[src/logic/pdResetPkg.sv]
package pdResetPkg;

    localparam int numPorts = 4;

    // cycles allowed between the send request and the PHY's sent indication
    localparam int tHardResetCompleteCycles = 300;
    localparam int timerWidth = 9;

    // register map
    localparam logic [3:0] addrTransmitBase = 4'd0;
    localparam logic [3:0] addrAlert = 4'd8;
    localparam logic [3:0] addrBusy = 4'd9;

    // any other code means no request
    typedef enum logic [2:0]
    {
        hardResetCode = 3'd5,
        cableResetCode = 3'd6
    } transmit_t;

    typedef enum logic [5:0]
    {
        waitForResetRequest = 6'b000001,
        constructMessage = 6'b000010,
        waitForHardResetSent = 6'b000100,
        waitForCableResetSent = 6'b001000,
        success = 6'b010000,
        failure = 6'b100000
    } seqState_t;

    // toward the PHY
    typedef struct packed
    {
        logic sendHardReset;
        logic sendCableReset;
        logic stopSending;
    } phyReq_t;

    // from the PHY
    typedef struct packed
    {
        logic hardResetSent;
        logic cableResetSent;
    } phyAck_t;

    typedef struct packed
    {
        logic txSuccessful;
        logic txFailed;
    } portEvent_t;

endpackage

[src/logic/tcpcRegs.sv]
`timescale 1ns/1ps

module tcpcRegs
(
    input  logic CLK,
    input  logic RESET,
    input  logic wbCyc,
    input  logic wbStb,
    input  logic wbWe,
    input  logic [3:0] wbAdr,
    input  logic [7:0] wbDatW,
    output logic [7:0] wbDatR,
    output logic wbAck,
    output pdResetPkg::transmit_t transmit [pdResetPkg::numPorts],
    input  logic accepted [pdResetPkg::numPorts],
    input  logic busy [pdResetPkg::numPorts],
    input  logic [7:0] alertBits,
    output logic [7:0] clearMask
);
    import pdResetPkg::*;

    logic wbReq;
    logic wrStrobe;
    logic [7:0] readData;
    logic [7:0] busyWord;

    assign wbReq = wbCyc && wbStb;

    // writes land on the edge where ack is high
    assign wrStrobe = wbAck && wbWe;

    // single-cycle ack, one cycle after the request is seen
    always_ff @(posedge CLK)
    begin
        if (RESET)
            wbAck <= 1'b0;
        else
            wbAck <= wbReq && !wbAck;
    end

    always_comb
    begin
        busyWord = 8'h00;
        for (int p = 0; p < numPorts; p++)
        begin
            busyWord[p] = busy[p];
        end
    end

    // unmapped addresses read as zero
    always_comb
    begin
        readData = 8'h00;
        if (wbAdr == addrAlert)
        begin
            readData = alertBits;
        end
        else if (wbAdr == addrBusy)
        begin
            readData = busyWord;
        end
        else
        begin
            for (int p = 0; p < numPorts; p++)
            begin
                if (wbAdr == 4'(addrTransmitBase + p))
                    readData = {5'b00000, transmit[p]};
            end
        end
    end

    // read data is captured together with the ack
    always_ff @(posedge CLK)
    begin
        if (wbReq && !wbAck)
            wbDatR <= readData;
    end

    // a new write wins over the accept clear, the sequencer already took the old code
    always_ff @(posedge CLK)
    begin
        for (int p = 0; p < numPorts; p++)
        begin
            if (RESET)
                transmit[p] <= transmit_t'(3'd0);
            else if (wrStrobe && wbAdr == 4'(addrTransmitBase + p))
                transmit[p] <= transmit_t'(wbDatW[2:0]);
            else if (accepted[p])
                transmit[p] <= transmit_t'(3'd0);
        end
    end

    // write-one-to-clear pulse for the alert bits
    assign clearMask = (wrStrobe && wbAdr == addrAlert) ? wbDatW : 8'h00;

    ackSingleCycle: assert property (@(posedge CLK) disable iff (RESET)
        wbAck |=> !wbAck)
        else $error("wbAck held high for two cycles");

endmodule

[src/logic/hardReset.sv]
`timescale 1ns/1ps

module hardReset
(
    input  logic CLK,
    input  logic RESET,
    input  pdResetPkg::transmit_t transmit,
    output logic accepted,
    output logic busy,
    output pdResetPkg::phyReq_t phyReq,
    input  pdResetPkg::phyAck_t phyAck,
    output pdResetPkg::portEvent_t txEvent
);
    import pdResetPkg::*;

    seqState_t state;
    seqState_t nextState;
    logic hardResetRequest;
    logic cableResetRequest;
    logic cableKind;
    logic [timerWidth-1:0] timer;
    logic timerExpired;

    assign hardResetRequest = (transmit == hardResetCode);
    assign cableResetRequest = (transmit == cableResetCode);

    // the register clears on accept, so the kind is kept here
    assign accepted = (state == waitForResetRequest) && (hardResetRequest || cableResetRequest);
    assign busy = (state != waitForResetRequest);

    // timer is loaded with one in constructMessage, so expiry lands exactly
    // tHardResetCompleteCycles after it
    assign timerExpired = (timer == timerWidth'(tHardResetCompleteCycles - 1));

    always_comb
    begin
        nextState = state;
        case (state)
            waitForResetRequest:
                if (hardResetRequest || cableResetRequest)
                    nextState = constructMessage;
            constructMessage:
                if (cableKind)
                    nextState = waitForCableResetSent;
                else
                    nextState = waitForHardResetSent;
            waitForHardResetSent:
                if (phyAck.hardResetSent)
                    nextState = success;
                else if (timerExpired)
                    nextState = failure;
            // a hard reset indication does not complete a cable reset
            waitForCableResetSent:
                if (phyAck.cableResetSent)
                    nextState = success;
                else if (timerExpired)
                    nextState = failure;
            success:
                nextState = waitForResetRequest;
            failure:
                nextState = waitForResetRequest;
            default:
                nextState = waitForResetRequest;
        endcase
    end

    always_ff @(posedge CLK)
    begin
        if (RESET)
        begin
            state <= waitForResetRequest;
            cableKind <= 1'b0;
            timer <= '0;
        end
        else
        begin
            state <= nextState;
            if (accepted)
                cableKind <= cableResetRequest;
            if (state == constructMessage)
                timer <= timerWidth'(1);
            else if (state == waitForHardResetSent || state == waitForCableResetSent)
                timer <= timer + 1'b1;
            else
                timer <= '0;
        end
    end

    assign phyReq.sendHardReset = (state == constructMessage) && !cableKind;
    assign phyReq.sendCableReset = (state == constructMessage) && cableKind;
    assign phyReq.stopSending = (state == failure);

    assign txEvent.txSuccessful = (state == success);
    assign txEvent.txFailed = (state == failure);

    stateOneHot: assert property (@(posedge CLK) disable iff (RESET)
        $onehot(state))
        else $error("sequencer state is not one-hot");

    sendExclusive: assert property (@(posedge CLK) disable iff (RESET)
        !(phyReq.sendHardReset && phyReq.sendCableReset))
        else $error("hard and cable reset requested together");

    outcomeExclusive: assert property (@(posedge CLK) disable iff (RESET)
        !(txEvent.txSuccessful && txEvent.txFailed))
        else $error("success and failure reported together");

endmodule

[src/logic/alertCollector.sv]
`timescale 1ns/1ps

module alertCollector
(
    input  logic CLK,
    input  logic RESET,
    input  pdResetPkg::portEvent_t txEvent [pdResetPkg::numPorts],
    input  logic [7:0] clearMask,
    output logic [7:0] alertBits,
    output logic irq
);
    import pdResetPkg::*;

    logic [7:0] setBits;

    // even bit is success, odd bit is failure of the same port
    always_comb
    begin
        setBits = 8'h00;
        for (int p = 0; p < numPorts; p++)
        begin
            setBits[2*p] = txEvent[p].txSuccessful;
            setBits[2*p+1] = txEvent[p].txFailed;
        end
    end

    // set wins over a clear of the same bit
    always_ff @(posedge CLK)
    begin
        if (RESET)
        begin
            alertBits <= 8'h00;
            irq <= 1'b0;
        end
        else
        begin
            alertBits <= (alertBits & ~clearMask) | setBits;
            irq <= |alertBits;
        end
    end

endmodule

[src/logic/pdResetTop.sv]
`timescale 1ns/1ps

module pdResetTop
(
    input  logic CLK,
    input  logic RESET,
    input  logic wbCyc,
    input  logic wbStb,
    input  logic wbWe,
    input  logic [3:0] wbAdr,
    input  logic [7:0] wbDatW,
    output logic [7:0] wbDatR,
    output logic wbAck,
    output pdResetPkg::phyReq_t phyReq [pdResetPkg::numPorts],
    input  pdResetPkg::phyAck_t phyAck [pdResetPkg::numPorts],
    output logic irq
);
    import pdResetPkg::*;

    transmit_t transmit [numPorts];
    logic accepted [numPorts];
    logic busy [numPorts];
    portEvent_t txEvent [numPorts];
    logic [7:0] alertBits;
    logic [7:0] clearMask;

    tcpcRegs tcpcRegs_inst
    (
        .CLK(CLK),
        .RESET(RESET),
        .wbCyc(wbCyc),
        .wbStb(wbStb),
        .wbWe(wbWe),
        .wbAdr(wbAdr),
        .wbDatW(wbDatW),
        .wbDatR(wbDatR),
        .wbAck(wbAck),
        .transmit(transmit),
        .accepted(accepted),
        .busy(busy),
        .alertBits(alertBits),
        .clearMask(clearMask)
    );

    // one sequencer per port
    for (genvar p = 0; p < numPorts; p++)
    begin : genPort
        hardReset hardReset_inst
        (
            .CLK(CLK),
            .RESET(RESET),
            .transmit(transmit[p]),
            .accepted(accepted[p]),
            .busy(busy[p]),
            .phyReq(phyReq[p]),
            .phyAck(phyAck[p]),
            .txEvent(txEvent[p])
        );
    end

    alertCollector alertCollector_inst
    (
        .CLK(CLK),
        .RESET(RESET),
        .txEvent(txEvent),
        .clearMask(clearMask),
        .alertBits(alertBits),
        .irq(irq)
    );

endmodule

[config.mk]
export PLATFORM = sky130hd
export DESIGN_NAME = pdResetTop
export DESIGN_NICKNAME = d
export VERILOG_FILES = /design/src/logic/pdResetPkg.sv /design/src/logic/tcpcRegs.sv /design/src/logic/hardReset.sv /design/src/logic/alertCollector.sv /design/src/logic/pdResetTop.sv
export SDC_FILE = /design/constraint.sdc
export NUM_CORES = 1
export LEC_CHECK = 0
export BUFFER_PORTS_ARGS = -buffer_cell sky130_fd_sc_hd__buf_2
export CORE_MARGIN = 5
export CORE_UTILIZATION = 62
export DETAILED_ROUTE_END_ITERATION = 10
export PLACE_DENSITY = 0.83
export RECOVER_POWER = 50
export SYNTH_ARGS = -nofsm -noshare
export SYNTH_HDL_FRONTEND = slang
export SYNTH_HIERARCHICAL = 1
export SYNTH_SLANG_ARGS = --single-unit
[constraint.sdc]
create_clock -name CLK -period 2.9 [get_ports CLK]
set_clock_uncertainty 0.1 [all_clocks]
set_input_delay 0.29 -clock CLK [delete_from_list [all_inputs] [get_ports CLK]]
set_output_delay 0.29 -clock CLK [all_outputs]
set_load 0.01 [all_outputs]
==> flow_summary.yaml, run 1 <==
outcome:
  status: "complete, but fails checks"
  violations: "max-capacitance violations, max-slew violations"
place:
  numPortBuffers: 46
  dp_hpwl_um: 7206
  place_congestion: 0.8744
logic_synthesis:
  ys_top_cells_by_count: "86 x dfxtp_1, 62 x nor2_1, 35 x nand3_1"
  synth_area_leaders: "dfxtp_1 35%, edfxtp_1 4.9%, nor2_1 4.7%, nand3_1 3.6%, xnor2_1 3.6%"
  yosysWarningCount: 6
  syn_area_per_cell_um2: 9.125
  synthFlopType: "dfxtp_1"
  synth_top_area_frac: 0.3500
  synth_edf_count: 8
  syn-num-nets: 568
  synth_area_um2: 4918
  synthArstFlopShare: 0
  yosys.area.top_type: "dfxtp_1"
  synth.distinct_cells: 50
  yosysMostFrequentCell: "dfxtp_1"
  ys_ff_latch: 94
  yosysSeqAreaShare: 0.3989
  postSynthCellCount: 539
setup_path:
  path_class: "reg2out"
  critPathMaxFanout: 10
  worstPathRequired_ps: 2510
  critPathCaptureType: "output port"
  r2r_cells: 6
  path_cells: "or4b_2, nor3_1, buf_2"
  start_kind: "flip-flop"
  crit_slowest_cell: "or4b_2"
  arrival_ps: 1860
  slowest_delay_ps: 700
  rrSetupSlack_ps: 810
  r2r_start: "genPort[2].hardReset_inst/state[3]"
  reg2reg_to: "tcpcRegs_inst/transmit[4]"
sta:
  maxSlewViolCount: 50
  max_freq_mhz: 444.6
  worstMarginPinSlew_ps: 1964
  tns_ps: 0
  slew_headroom: -0.3094
  hold_viol: 0
  fin_crit_sh: 0.7756
  rsz0062_at_grt: "false"
  finalSetupViolations: 0
  post-route-min-period_ps: 2249
cts:
  ctsResizeCount: 0
  holdBufCountCts: 0
  numCtsBuffers: 9
  cts_setup_buffers: 0
  clk_pin_slew_ps: 100
  worstSkewPairLatency_ps: 360
  cts-root-buf: "clkbuf_8"
  h-tree-depth: 3
  max-clock-path-buffers: 2
  cts_tree: "built"
  clkSinkCount: 94
global_route:
  grtUsageTotal: 0.2010
  antenna_found_initial: 0
  grt_pass1_vias: 3602
  top_usage_layer: "met2"
  use_met2: 0.3368
  use_met3: 0.04529
  grt_pass1_wl_um: 16460
  met1_usage: 0.2590
  grt_max_degree: 50
  grt_overflow: 0
power:
  p_per_area_nw_per_um2: 446.8
  p_sw_mw: 0.5133
  pwr-share-comb: 0.036
  p_leak_nw: 1.892
  switching_share: 0.2183
  p_clk_frac: 0.402
  pwr-share-seq: 0.562
  peakVddDrop_mv: 0.3006
  p_int_mw: 1.838
routing:
  vias: 3900
  totalWireLength_um: 9737
  first_iter_violations: 242
  drt_first_pass_iters: 4
  wl_per_cell_um: 14.32
  drc: 0
  drtAntennaViolNets: 0
  viasPerCell: 5.735
min_path:
  hold_end: "tcpcRegs_inst/wbAck"
  hold_path_class: "in2reg"
  holdPathStages: 3
  hold_start: "wbStb"
cells_and_area:
  n_antenna_cell: 0
  layout-drive-gt1-share: 0.1436
  area_growth_pct: 6.996
  fillCellCount: 635
  finalNetCount: 602
  postLayoutCoreUtil: 0.6810
flow_run:
  cap_violations: 1
die:
  start_util: 0.6365
  die_area_um2: 9814
  ios: 47
  rows: 32
  die_h_um: 99.07
  coreArea_um2: 7727
  die_width_um: 99.07
## sequential cells by signal (all words and copies together), names as in the netlist
register and count:
genPort.hardReset_inst/timer 36, alertCollector_inst/alertBits 8, alertCollector_inst/irq 1, genPort.hardReset_inst/cableKind 4
tcpcRegs_inst/wbDatR 8, tcpcRegs_inst/wbAck 1, genPort.hardReset_inst/state 24, tcpcRegs_inst/transmit 12
## worst max-delay path: cells and delay by family (launching register included)
kind                   cells  cell delay, ps
buffers and inverters      1             170
flip-flops                 1             430
AND/OR/NAND/NOR            2             900
## logic make-up after synthesis
| family | Yosys count | share of synthesized area |
|---|---|---|
| multiplexers | 13 | 0.02722 |
| AO/OA/AOI/OAI | 82 | 0.1096 |
| AND/OR/NAND/NOR | 260 | 0.3322 |
| flip-flops | 94 | 0.3989 |
| buffers and inverters | 50 | 0.05775 |
| XOR/XNOR | 36 | 0.06411 |
| adder cells (fa/ha/maj) | 4 | 0.01018 |
## worst max-delay path by stage
stage	slack, ps	end	cells after the start	start
finish	650	phyReq[0]	3	genPort[3].hardReset_inst/state[3]
global route	520	phyReq[0]	3	genPort[3].hardReset_inst/state[3]
global placement	1090	phyReq[6]	3	genPort[1].hardReset_inst/state[3]
detailed placement	1050	phyReq[0]	3	genPort[3].hardReset_inst/state[3]
CTS	640	phyReq[0]	3	genPort[3].hardReset_inst/state[3]
floorplan	1040	alertCollector_inst/alertBits[1]	6	genPort[0].hardReset_inst/state[3]
## layout make-up
type                            count  area [um2]  area share
Multi-Input combinational cell    395        2633      0.5002
Tap cell                          102       127.6     0.02425
Clock inverter                      7       96.34     0.01831
Sequential cell                    94        1962      0.3728
Timing Repair Buffer               47       222.7     0.04232
Clock buffer                        9       123.9     0.02354
Inverter                           26       97.59     0.01854
## power by group through the flow
stage	logic [mW]	registers, mW	clock network (mW)
detailed placement	0.0863	1.35	0
CTS	0.0866	1.32	0.966
global placement	0.0833	1.35	0
global route	0.0922	1.32	1.03
floorplan	0.0444	1.35	0
finish	0.0837	1.32	0.946
## layer usage
| layer | part of all wire | vias up | wire [um] |
|---|---|---|---|
| li1 | - | 1985 | - |
| met1 | 0.45 | 1815 | 4388 |
| met2 | 0.49 | 87 | 4760 |
| met3 | 0.049 | 13 | 474 |
| met4 | 0.012 | 0 | 114 |
| met5 | 0 | - | 0 |
## metrics by stage
step	area [um2]	std cells	hold slack (ps)	power (mW)	worst slack [ps]
4_1_cts	5318	680	98.72	2.374	635.1
6_report	5263	680	104.9	2.352	650.8
5_1_grt	5263	680	89.46	2.443	522.2
3_3_place_gp	5097	664	364.8	1.435	1088
2_1_floorplan	4918	539	259.1	1.398	1044
3_5_place_dp	5097	664	367.2	1.439	1046
## placed cells by master, fill, tap and decap left out, types with 5 or more instances in the layout
cell / netlist / routed
a21oi_1: 26 / 26
and2_1: 12 / 8
and2b_1: 6 / 6
buf_2: 2 / 34
clkbuf_1: 6 / 12
clkbuf_8: 0 / 9
dfxtp_1: 86 / 86
edfxtp_1: 8 / 8
inv_1: 26 / 26
mux2i_1: 10 / 10
nand2_1: 17 / 17
nand2b_1: 17 / 17
nand3_1: 35 / 35
nand4_1: 12 / 12
nand4bb_1: 5 / 5
nor2_1: 62 / 62
nor2b_1: 19 / 19
nor3_1: 9 / 9
nor3b_1: 9 / 11
nor3b_2: 8 / 6
nor4_1: 8 / 9
nor4b_1: 5 / 6
o21a_1: 8 / 8
o21ai_0: 11 / 11
or3b_2: 6 / 6
xnor2_1: 20 / 20
xor2_1: 16 / 16
Power figures use the tool's default switching activity.
==> inputs of run 2 (changes only) <==
--- a/config.mk
+++ b/config.mk
@@ -5,11 +5,12 @@
 export SDC_FILE = /design/constraint.sdc
 export NUM_CORES = 1
 export LEC_CHECK = 0
+export ABC_AREA = 1
 export BUFFER_PORTS_ARGS = -buffer_cell sky130_fd_sc_hd__buf_2
 export CORE_MARGIN = 5
-export CORE_UTILIZATION = 62
+export CORE_UTILIZATION = 54
 export DETAILED_ROUTE_END_ITERATION = 10
-export PLACE_DENSITY = 0.83
+export PLACE_DENSITY = 0.77
 export RECOVER_POWER = 50
 export SYNTH_ARGS = -nofsm -noshare
 export SYNTH_HDL_FRONTEND = slang
==> constraint.sdc (replaced) <==
create_clock -name CLK -period 2 [get_ports CLK]
set_clock_uncertainty 0.1 [all_clocks]
set_input_delay 0.2 -clock CLK [delete_from_list [all_inputs] [get_ports CLK]]
set_output_delay 0.2 -clock CLK [all_outputs]
set_load 0.01 [all_outputs]
==> flow_summary.yaml, run 2 <==
logic_synthesis:
  yosysWarningCount: 6
  yosysSeqAreaShare: 0.3908
  yosysMostFrequentCell: "inv_1"
  synth.distinct_cells: 28
  synth_top_area_frac: 0.3430
  synth_area_um2: 5020
  synth_area_leaders: "dfxtp_1 34%, inv_1 10%, nand2_1 8.2%, nor2_1 6.6%, nand3_1 6.2%"
  syn-num-nets: 732
  ys_ff_latch: 94
  synthFlopType: "dfxtp_1"
  ys_top_cells_by_count: "137 x inv_1, 109 x nand2_1, 88 x nor2_1"
  synth_edf_count: 8
  postSynthCellCount: 703
  yosys.area.top_type: "dfxtp_1"
  synthArstFlopShare: 0
  syn_area_per_cell_um2: 7.141
place:
  place_congestion: 0.8547
  numPortBuffers: 46
  dpl.cell_count: 855
  dp_hpwl_um: 7914
cells_and_area:
  area_growth_pct: 9.771
  top_regs: "genPort.hardReset_inst/timer x36, genPort.hardReset_inst/state x24, tcpcRegs_inst/transmit x12"
  largest_register: "genPort.hardReset_inst/timer"
  final_common_cell: "inv_1"
  n_antenna_cell: 0
  layout-drive-gt1-share: 0.1584
  finalNetCount: 788
  fillCellCount: 868
  largest_reg_flops: 36
  final_cell_mix: "137 x inv_1, 114 x nand2_1, 94 x nor2_1, 86 x dfxtp_1, 62 x nand3_1"
  instances_no_fill: 875
die:
  die_h_um: 106.4
  start_util: 0.5485
  die_area_um2: 11320
  die_width_um: 106.4
  ios: 47
  coreArea_um2: 9153
  rows: 35
routing:
  vias: 4426
  viasPerCell: 5.058
  wl_per_cell_um: 11.63
  drtAntennaViolNets: 0
  first_iter_violations: 212
  drt_first_pass_iters: 4
  drc: 0
  totalWireLength_um: 10170
sta:
  hold_viol: 0
  post-route-min-period_ps: 1859
  slew_headroom: 0.6600
  tns_ps: 0
  rsz0062_at_grt: "false"
  finalSetupViolations: 0
  max_freq_mhz: 538.0
  maxSlewViolCount: 0
  worstMarginPinSlew_ps: 508.8
  fin_crit_sh: 0.9294
cts:
  worstSkewPairLatency_ps: 360
  ctsResizeCount: 0
  numCtsBuffers: 9
  h-tree-depth: 3
  cts_tree: "built"
  cts-root-buf: "clkbuf_8"
  max-clock-path-buffers: 2
  clkSinkCount: 94
  clk_pin_slew_ps: 90
global_route:
  antenna_found_initial: 0
  grt_pass1_wl_um: 17620
  grt_overflow: 0
  grtUsageTotal: 0.1875
  grt_pass1_vias: 4297
  grt_max_degree: 27
setup_path:
  rrSetupSlack_ps: 420
  path_class: "reg2out"
  critPathMaxFanout: 4
  start_kind: "flip-flop"
  worstPathRequired_ps: 1700
  arrival_ps: 1560
  critPathCaptureType: "output port"
min_path:
  hold_path_class: "in2reg"
outcome:
  status: "complete, no violations"
power:
  p_per_area_nw_per_um2: 626.3
  peakVddDrop_mv: 0.3612
  p_leak_nw: 2.266
  power_mw: 3.451
flow_run:
  cap_violations: 0
-- run 2: cell types whose count changed in the layout (fill, tap and decap cells not counted), sizes merged, moves of 20 or more --
cell and delta:
a21oi +29, nor2 +57, nand2 +107, inv +116, xnor2 -20, nand3 +37
-- run 2: logic make-up after synthesis --
logic type | share of synthesized area
flip-flops | 0.3908
AO/OA/AOI/OAI | 0.08549
AND/OR/NAND/NOR | 0.3719
adder cells (fa/ha/maj) | 0.009970
buffers and inverters | 0.1209
XOR/XNOR | 0.02094
-- run 2: path summary, 6_finish.rpt --
path | from | end | cells after the start
max | genPort[0].hardReset_inst/state[3] | phyReq[9] | 4
min | phyAck[3] | genPort[2].hardReset_inst/state[4] | 3
max reg2reg | tcpcRegs_inst/wbAck | alertCollector_inst/alertBits[4] | 7
min reg2reg | genPort[3].hardReset_inst/cableKind | genPort[3].hardReset_inst/cableKind | 2
-- run 2: final cells by class --
class	count	area, um2	share of cell area
clock buffer	11	152.6	0.02770
clock inverter	5	80.08	0.01453
inverter	144	540.5	0.09809
multi-input combinational	454	2338	0.4244
sequential	94	1962	0.3560
tap	111	138.9	0.02520
timing repair buffer	56	297.8	0.05404
-- run 2: power by group --
part	total [mW]	switching (mW)	internal, mW
combinational	0.124	0.0837	0.0406
sequential	1.90	0.00355	1.90
clock	1.42	0.644	0.778
-- run 2: timing repair --
item                                   4_1_cts  5_1_grt
setup endpoints to repair                    0        0
buffers inserted                             0        0
hold buffers                                 4        0
endpoints found under the hold margin        3        0
-- run 2: per-stage QoR --
step	worst slack [ps]	instance area, um2	utilization	hold slack [ps]
floorplan	514.2	5020	-	169.1
global placement	542.1	5368	0.5865	348.4
detailed placement	456.0	5368	0.5865	351.9
CTS	130.7	5640	0.6163	0.4063
global route	14.91	5510	0.6021	20.47
finish	141.3	5510	0.6021	16.32
-- run 2: metal layers --
| metal | vias to the layer above | track usage | share of wire |
|---|---|---|---|
| met3 | 23 | 0.04129 | 0.034 |
| met5 | - | 0 | 0 |
| met1 | 2015 | 0.2098 | 0.44 |
| met2 | 59 | 0.3380 | 0.50 |
| met4 | 0 | 0.08584 | 0.024 |
| li1 | 2329 | - | - |
-- run 2: worst max-delay path, cell delays in order, from the launching register on --
cell and delay (ps):
dfxtp_1 350, nor2_2 170, nand2_1 90, nor3_1 370
buf_2 220
